[config.mk]
export PLATFORM = sky130hd
export DESIGN_NAME = demod_stream_top
export DESIGN_NICKNAME = d
export VERILOG_FILES = /design/src/verilog/demod_pkg.sv /design/src/verilog/audio_demod.sv /design/src/verilog/demod_stream_top.sv /design/src/verilog/mode_decode.sv /design/src/verilog/stream_packer.sv
export VERILOG_INCLUDE_DIRS = /design/src /design/src/include
export SDC_FILE = /design/constraint.sdc
export NUM_CORES = 2
export LEC_CHECK = 0
export BUFFER_PORTS_ARGS = -buffer_cell sky130_fd_sc_hd__buf_2
export CORE_MARGIN = 10
export CORE_UTILIZATION = 45
export CTS_CLUSTER_SIZE = 20
export DETAILED_ROUTE_END_ITERATION = 7
export GPL_ROUTABILITY_DRIVEN = 0
export SETUP_SLACK_MARGIN = 0.05
export SYNTH_ARGS = -nofsm -noshare
export SYNTH_HDL_FRONTEND = slang
export SYNTH_SLANG_ARGS = --single-unit
export TNS_END_PERCENT = 30
[constraint.sdc]
create_clock -name clk_600m -period 17.9 [get_ports clk_600m]
set_input_delay 3.58 -clock clk_600m [delete_from_list [all_inputs] [get_ports clk_600m]]
set_output_delay 3.58 -clock clk_600m [all_outputs]
set_load 0.005 [all_outputs]
[src/include/demod_params.svh]
/*
 * Demodulated stream back end constants
 * Widths, slice positions and fixed levels shared by every stage
 */

`ifndef DEMOD_PARAMS_SVH
`define DEMOD_PARAMS_SVH

// ============================================================
// Widths
// ============================================================
`define DEMOD_SAMPLE_W    16        // One I or Q sample
`define DEMOD_WORD_W      32        // Packed output word
`define DEMOD_LEN_W       4         // Length code field
`define DEMOD_MODE_W      3         // Processing mode select
`define DEMOD_MOD_W       8         // Modulation type select
`define DEMOD_STATUS_W    4         // Status flag vector
`define DEMOD_ENV_W       32        // Envelope and phase products
`define DEMOD_THR_W       19        // Threshold filter accumulator

// ============================================================
// Length codes per output mode
// ============================================================
`define DEMOD_LEN_IQ      4'd4      // I and Q halves
`define DEMOD_LEN_AUDIO   4'd2      // Audio half only

// Lowest bits taken from the wide products
`define DEMOD_AM_LSB      15        // Envelope bits 30..15
`define DEMOD_FM_LSB      10        // Phase difference bits 25..10

// ============================================================
// FSK slicer levels
// ============================================================
`define DEMOD_FSK_INIT    16'h4000  // Threshold after reset
`define DEMOD_FSK_MARK    16'h7FFF  // Output level above threshold

// Status flag bit positions
`define DEMOD_ST_IQ       0
`define DEMOD_ST_AUDIO    1

`endif

[src/verilog/demod_pkg.sv]
/*
 * Demodulated stream types
 * Mode and modulation encodings plus the structs passed between stages
 */

`include "demod_params.svh"

package demod_pkg;

    // ============================================================
    // Encodings
    // ============================================================
    typedef enum logic [`DEMOD_MODE_W-1:0] {
        mode_spectrum  = 0,     // FFT path, no output here
        mode_iq_stream = 1,
        mode_audio     = 2
    } proc_mode_e;

    typedef enum logic [`DEMOD_MOD_W-1:0] {
        mod_none = 0,
        mod_am   = 1,           // Square law envelope
        mod_fm   = 2,           // Cross product discriminator
        mod_fsk  = 3            // Envelope vs adaptive threshold
    } modulation_e;

    // ============================================================
    // Structs
    // ============================================================
    typedef struct packed {
        logic signed [`DEMOD_SAMPLE_W-1:0] i;  // Upper half when packed
        logic signed [`DEMOD_SAMPLE_W-1:0] q;
    } iq_sample_t;

    // Control that travels with each sample through the pipe
    typedef struct packed {
        iq_sample_t  sample;
        logic        valid;
        proc_mode_e  mode;
        modulation_e modulation;
        logic        mode_invalid;   // Mode above audio
        logic        mod_unknown;    // Not AM, FM or FSK
    } demod_ctrl_t;

    typedef struct packed {
        logic [`DEMOD_WORD_W-1:0] data;
        logic [`DEMOD_LEN_W-1:0]  len;
        logic                     valid;
    } stream_word_t;

endpackage

[src/verilog/audio_demod.sv]
/*
 * AM, FM and FSK demodulator
 * One register stage holding the selected audio alongside the control
 */

`include "demod_params.svh"

module audio_demod (
    input  logic                        clk_600m,
    input  logic                        reset_n,
    input  demod_pkg::demod_ctrl_t      stage_ctrl,
    output demod_pkg::demod_ctrl_t      demod_ctrl_q,
    output logic [`DEMOD_SAMPLE_W-1:0]  audio_sample
);

    logic signed [`DEMOD_SAMPLE_W-1:0] cur_i;
    logic signed [`DEMOD_SAMPLE_W-1:0] cur_q;
    logic signed [`DEMOD_SAMPLE_W-1:0] prev_i;      // Last valid sample
    logic signed [`DEMOD_SAMPLE_W-1:0] prev_q;
    logic signed [`DEMOD_ENV_W-1:0]    i_sq;
    logic signed [`DEMOD_ENV_W-1:0]    q_sq;
    logic signed [`DEMOD_ENV_W-1:0]    i_qprev;
    logic signed [`DEMOD_ENV_W-1:0]    q_iprev;
    logic [`DEMOD_ENV_W-1:0]           am_env;
    logic signed [`DEMOD_ENV_W-1:0]    fm_diff;
    logic [`DEMOD_SAMPLE_W-1:0]        am_audio;
    logic [`DEMOD_SAMPLE_W-1:0]        fm_audio;
    logic [`DEMOD_SAMPLE_W-1:0]        fsk_audio;
    logic [`DEMOD_SAMPLE_W-1:0]        fsk_thr;
    logic [`DEMOD_THR_W-1:0]           thr_sum;
    logic [`DEMOD_SAMPLE_W-1:0]        audio_next;

    assign cur_i = stage_ctrl.sample.i;
    assign cur_q = stage_ctrl.sample.q;

    // ============================================================
    // AM envelope
    // ============================================================
    assign i_sq     = cur_i * cur_i;
    assign q_sq     = cur_q * cur_q;
    assign am_env   = i_sq + q_sq;     // Never above 2^31 so fits unsigned
    assign am_audio = am_env[`DEMOD_AM_LSB +: `DEMOD_SAMPLE_W];

    // ============================================================
    // FM discriminator
    // ============================================================
    assign i_qprev  = cur_i * prev_q;
    assign q_iprev  = cur_q * prev_i;
    assign fm_diff  = i_qprev - q_iprev;   // Wraps at 32 bits
    assign fm_audio = fm_diff[`DEMOD_FM_LSB +: `DEMOD_SAMPLE_W];

    // ============================================================
    // FSK slicer
    // ============================================================

    // Slice against the threshold from before this sample
    assign fsk_audio = (am_audio > fsk_thr) ? `DEMOD_FSK_MARK : '0;

    // Leaky average, 7/8 old plus 1/8 new
    assign thr_sum = fsk_thr * 3'd7 + am_audio;

    // Sample history and threshold move on every valid sample, any mode
    always_ff @(posedge clk_600m or negedge reset_n) begin
        if (!reset_n) begin
            prev_i  <= '0;
            prev_q  <= '0;
            fsk_thr <= `DEMOD_FSK_INIT;
        end else if (stage_ctrl.valid) begin
            prev_i  <= cur_i;
            prev_q  <= cur_q;
            fsk_thr <= thr_sum[`DEMOD_THR_W-1 -: `DEMOD_SAMPLE_W];  // Divide by 8
        end
    end

    // Pick by modulation, unknown gives silence
    always_comb begin
        case (stage_ctrl.modulation)
            demod_pkg::mod_am:  audio_next = am_audio;
            demod_pkg::mod_fm:  audio_next = fm_audio;
            demod_pkg::mod_fsk: audio_next = fsk_audio;
            default:            audio_next = '0;
        endcase
    end

    // ============================================================
    // Output stage
    // ============================================================
    always_ff @(posedge clk_600m or negedge reset_n) begin
        if (!reset_n) begin
            demod_ctrl_q <= '0;
            audio_sample <= '0;
        end else begin
            demod_ctrl_q <= stage_ctrl;      // Control delayed one stage
            audio_sample <= audio_next;
        end
    end

endmodule

[src/verilog/demod_stream_top.sv]
/*
 * Demodulated stream back end top level
 * Decode, demodulate and pack, three register stages in a row
 */

`include "demod_params.svh"

module demod_stream_top (
    input  logic                        clk_600m,
    input  logic                        reset_n,
    input  demod_pkg::iq_sample_t       sample_in,
    input  logic                        sample_valid,     // One strobe per sample
    input  logic [`DEMOD_MODE_W-1:0]    processing_mode,
    input  logic [`DEMOD_MOD_W-1:0]     modulation_type,
    output demod_pkg::stream_word_t     stream_out,
    output logic [`DEMOD_STATUS_W-1:0]  status_flags
);

    demod_pkg::demod_ctrl_t     stage_ctrl;    // After decode
    demod_pkg::demod_ctrl_t     demod_ctrl_q;  // After demod
    logic [`DEMOD_SAMPLE_W-1:0] audio_sample;

    // ============================================================
    // Pipeline
    // ============================================================
    mode_decode u_mode_decode (
        .clk_600m        (clk_600m),
        .reset_n         (reset_n),
        .sample_in       (sample_in),
        .sample_valid    (sample_valid),
        .processing_mode (processing_mode),
        .modulation_type (modulation_type),
        .stage_ctrl      (stage_ctrl)
    );

    audio_demod u_audio_demod (
        .clk_600m        (clk_600m),
        .reset_n         (reset_n),
        .stage_ctrl      (stage_ctrl),
        .demod_ctrl_q    (demod_ctrl_q),
        .audio_sample    (audio_sample)
    );

    // Final stage drives the ports directly
    stream_packer u_stream_packer (
        .clk_600m        (clk_600m),
        .reset_n         (reset_n),
        .demod_ctrl_q    (demod_ctrl_q),
        .audio_sample    (audio_sample),
        .stream_out      (stream_out),
        .status_flags    (status_flags)
    );

endmodule

[src/verilog/mode_decode.sv]
/*
 * Input register and mode decoder
 * Captures each sample and turns the mode levels into a control struct
 */

`include "demod_params.svh"

module mode_decode (
    input  logic                       clk_600m,
    input  logic                       reset_n,
    input  demod_pkg::iq_sample_t      sample_in,
    input  logic                       sample_valid,
    input  logic [`DEMOD_MODE_W-1:0]   processing_mode,
    input  logic [`DEMOD_MOD_W-1:0]    modulation_type,
    output demod_pkg::demod_ctrl_t     stage_ctrl
);

    demod_pkg::demod_ctrl_t ctrl_next;
    logic                   mode_bad;
    logic                   mod_bad;

    // ============================================================
    // Decode
    // ============================================================

    // Anything past audio has no output path
    assign mode_bad = (processing_mode > demod_pkg::mode_audio);

    // Only the three demodulators are known
    always_comb begin
        case (modulation_type)
            demod_pkg::mod_am,
            demod_pkg::mod_fm,
            demod_pkg::mod_fsk: mod_bad = 1'b0;
            default:            mod_bad = 1'b1;
        endcase
    end

    always_comb begin
        ctrl_next.sample       = sample_in;
        ctrl_next.valid        = sample_valid;
        // Raw values kept even when out of range
        ctrl_next.mode         = demod_pkg::proc_mode_e'(processing_mode);
        ctrl_next.modulation   = demod_pkg::modulation_e'(modulation_type);
        ctrl_next.mode_invalid = mode_bad;
        ctrl_next.mod_unknown  = mod_bad;
    end

    // ============================================================
    // Register stage
    // ============================================================

    // Mode fields load every cycle so status follows idle changes
    always_ff @(posedge clk_600m or negedge reset_n) begin
        if (!reset_n) begin
            stage_ctrl <= '0;
        end else begin
            stage_ctrl <= ctrl_next;
        end
    end

endmodule

[src/verilog/stream_packer.sv]
/*
 * Output word packer
 * Builds the streamed word and length per mode and keeps status flags
 */

`include "demod_params.svh"

module stream_packer (
    input  logic                        clk_600m,
    input  logic                        reset_n,
    input  demod_pkg::demod_ctrl_t      demod_ctrl_q,
    input  logic [`DEMOD_SAMPLE_W-1:0]  audio_sample,
    output demod_pkg::stream_word_t     stream_out,
    output logic [`DEMOD_STATUS_W-1:0]  status_flags
);

    demod_pkg::stream_word_t    word_next;
    logic [`DEMOD_STATUS_W-1:0] flags_next;
    logic                       is_iq;
    logic                       is_audio;

    assign is_iq    = (demod_ctrl_q.mode == demod_pkg::mode_iq_stream);
    assign is_audio = (demod_ctrl_q.mode == demod_pkg::mode_audio);

    // ============================================================
    // Word build
    // ============================================================

    // Bus stays all zero unless a sample is present in a live mode
    always_comb begin
        word_next = '0;
        if (demod_ctrl_q.valid) begin
            case (demod_ctrl_q.mode)
                demod_pkg::mode_iq_stream: begin
                    word_next.data  = {demod_ctrl_q.sample.i, demod_ctrl_q.sample.q};
                    word_next.len   = `DEMOD_LEN_IQ;
                    word_next.valid = 1'b1;
                end
                demod_pkg::mode_audio: begin
                    // Audio upper half, lower half zero
                    word_next.data  = {audio_sample, {`DEMOD_SAMPLE_W{1'b0}}};
                    word_next.len   = `DEMOD_LEN_AUDIO;
                    word_next.valid = 1'b1;
                end
                default: begin
                    word_next = '0;        // Spectrum and bad modes are silent
                end
            endcase
        end
    end

    // Flag order is invalid, unknown, audio, I/Q
    always_comb begin
        flags_next                   = '0;
        flags_next[`DEMOD_ST_IQ]     = is_iq;
        flags_next[`DEMOD_ST_AUDIO]  = is_audio;
        flags_next[2]                = demod_ctrl_q.mod_unknown;
        flags_next[3]                = demod_ctrl_q.mode_invalid;
    end

    // ============================================================
    // Register stage
    // ============================================================
    always_ff @(posedge clk_600m or negedge reset_n) begin
        if (!reset_n) begin
            stream_out   <= '0;
            status_flags <= '0;
        end else begin
            stream_out   <= word_next;
            status_flags <= flags_next;      // Every cycle, not just valid
        end
    end

endmodule
==> flow_summary.toml <==
[status]
outcome = "complete, no violations"

[drt]
routed_wl_um = 96520
ant_nets = 0
wl_per_cell_um = 18.67
routed_via_density = 4.937
drt_iter0_drc = 1327
vias = 25521
firstDrtPassIters = 5
drc = 0

[setup_path]
regToRegEndpoint = "u_audio_demod.fsk_thr[15]"
cp_slowest_stage_delay_ns = 0.87
crit_top_cell = "fa_1"
setup.worst_path.start_class = "flop"
critPathKind = "reg -> reg"
ff2ff_setup_slack_ns = 6.92
crit_path_end_kind = "flop"
path_max_fanout = 19
cp_slowest_cell = "dfrtp_1"
arrival_ns = 11.36
crit_start = "u_mode_decode.stage_ctrl[15]"
rr_worst_depth = 39
r2r_start = "u_mode_decode.stage_ctrl[15]"
crit_required_ns = 18.28

[die]
core_um2 = 89740
dieWidth_um = 320.2
dieArea_um2 = 102600
initial_core_util_pct = 45.20
die_h_um = 320.2
pin_count = 87
num_rows = 110

[final_layout]
drive_gt1_share_pct = 5.610
area_growth_pct = 5.487
nets = 5335
diodes = 0

[placement]
port_buffers = 84
dpl.hpwl_um = 77440

[clock_tree]
cts_setup_buffers = 0
cts_tree = "built"
clockBufferDepth = 2
insertion_delay_ns = 0.53
cts_root_buf = "clkbuf_16"
cts_sinks = 187
htree_levels = 4
clkTransAtPathRegs_ns = 0.09
ctsResizeCount = 0
cts_hold_buffers = 0
cts_made_buffers = 17

[sta]
finalSetupViolCount = 0
rsz0062_at_grt = "false"
tightest_slew_ns = 1.261
finClkSkew_ns = 0.01992
fin_crit_sh_pct = 61.34
slew_viol_final = 0
whs_ns = 0.3496
tns_ns = 0
relSlewSlack_pct = 15.62
fmax_mhz = 91.07
hold_viol_final = 0
min_period_ns = 10.98

[global_route]
overflow = 0
grt_pass1_wl_um = 161100
grt_max_degree = 127
antenna_found_initial = 1
grt_usage_pct = 20.30
grt_pass1_vias = 28488

[synth]
synth_seq_cells = 187
synth-seq-area-share_pct = 11.54
synth_edf_count = 0
yosysWarningCount = 0
synth_ff_type = "dfrtp_1"
synth_async_sr_flop_share_pct = 100.0
avgSynthCellArea_um2 = 10.14
synthDistinctLibCells = 67
syn-cell-area_um2 = 40570
syn_inst = 4001

[worst_hold_path]
min_from = "u_audio_demod.demod_ctrl_q[0]"
worst_hold_path_type = "reg -> reg"
hold_depth = 0
hold_path_end = "u_stream_packer.status_flags[2]"

[job]
maxCapViolCount = 0
## metal layers
| metal | vias to the layer above | routed length (um) | track usage, % |
|---|---|---|---|
| met3 | 101 | 4596 | 2.884 |
| met2 | 557 | 47650 | 33.54 |
| met4 | 0 | 2988 | 6.482 |
| li1 | 11459 | - | - |
| met1 | 13404 | 41290 | 27.42 |
| met5 | - | 0 | 0 |
## how the worst max path moves through the flow
stage	endpoint	depth (start not counted)	slack, ns
6_report	u_audio_demod.fsk_thr[15]	39	6.92
5_1_grt	u_audio_demod.fsk_thr[15]	39	6.23
4_1_cts	u_audio_demod.fsk_thr[15]	39	6.98
3_5_place_dp	u_audio_demod.fsk_thr[15]	39	7.03
3_3_place_gp	u_audio_demod.fsk_thr[15]	39	7.21
2_1_floorplan	u_audio_demod.fsk_thr[15]	38	8.37
## cell type report
cell class | instances | area, um^2
Clock buffer | 17 | 425.4
Clock inverter | 15 | 231.5
Fill cell | 8433 | 46950
Inverter | 1112 | 4174
Multi-Input combinational cell | 2538 | 31080
Sequential cell | 187 | 4682
Tap cell | 1176 | 1471
Timing Repair Buffer | 124 | 730.7
## cell families (layout without fill, tap and decap cells)
group	after synthesis	after routing	synth area share, %
other cells	1	2	0.009244
simple gates	906	906	11.02
fa+ha+maj	1309	1309	58.81
compound gates	155	155	2.930
buf+inv	1277	1268	11.87
mux	41	41	1.123
xor+xnor	125	125	2.699
flops	187	187	11.54
## through the flow
step                      std cells  area (um^2)  setup slack (ns)  utilization [%]
final                          5169        42790             6.920            47.69
after detailed placement       5137        42130             7.026            46.95
after floorplan                4002        40570             8.368                -
after global routing           5169        42790             6.226            47.69
after CTS                      5169        42790             6.977            47.69
after global placement         5137        42130             7.208            46.95
## synthesized netlist by cell type (4+ instances only)
library cell,instances,area share (%)
nand4_1,5,0.077
o21a_1,8,0.15
a221o_1,15,0.37
nand2b_1,25,0.39
and3_1,21,0.32
a22o_1,17,0.37
o31ai_1,4,0.074
o21ai_0,22,0.27
mux2i_1,5,0.12
inv_1,1111,10
a31o_2,6,0.13
or3_1,5,0.077
nor2b_1,19,0.29
nor3b_1,4,0.074
nor2_1,71,0.66
a21o_1,12,0.22
nor3_1,16,0.20
fa_1,996,49
and2_1,301,4.6
ha_1,313,9.7
dfrtp_1,186,11
xor2_1,24,0.52
buf_4,4,0.074
xnor2_1,101,2.2
or2_2,6,0.093
clkbuf_1,154,1.4
buf_1,5,0.046
nand3_1,11,0.14
a21oi_1,35,0.43
nand2_1,409,3.8
a211oi_1,6,0.11
mux2_2,36,1.0
## worst max-delay path: cells and delay by family, from the launching register on
kind / cells / cell delay (ns)
multiplexers: 1 / 0.10
AO/OA/AOI/OAI: 11 / 2.74
AND/OR/NAND/NOR: 6 / 0.84
XOR/XNOR: 2 / 0.40
buffers and inverters: 8 / 0.87
adder cells (fa/ha/maj): 11 / 4.95
flip-flops: 1 / 0.87
## sequential cells by signal (all words and copies together) (netlist names)
| signal | count |
|---|---|
| u_audio_demod.prev_i | 16 |
| u_audio_demod.audio_sample | 16 |
| u_mode_decode.stage_ctrl | 46 |
| u_stream_packer.stream_out | 35 |
| u_audio_demod.prev_q | 16 |
| u_audio_demod.fsk_thr | 16 |
| u_stream_packer.status_flags | 4 |
| u_audio_demod.demod_ctrl_q | 38 |
## placed cells by master, fill, tap and decap left out, types with 19 or more instances in the layout
| cell | count |
|---|---|
| inv_1 | 1111 |
| fa_1 | 996 |
| nand2_1 | 409 |
| ha_1 | 313 |
| and2_1 | 301 |
| dfrtp_1 | 185 |
| xnor2_1 | 101 |
| buf_2 | 83 |
| nor2_1 | 71 |
| buf_4 | 40 |
| mux2_2 | 36 |
| a21oi_1 | 35 |
| nand2b_1 | 25 |
| xor2_1 | 24 |
| o21ai_0 | 22 |
| and3_1 | 21 |
| nor2b_1 | 19 |
Power is not shown: default switching activity piles up to over one toggle a cycle in this logic, so the estimate is an artifact.
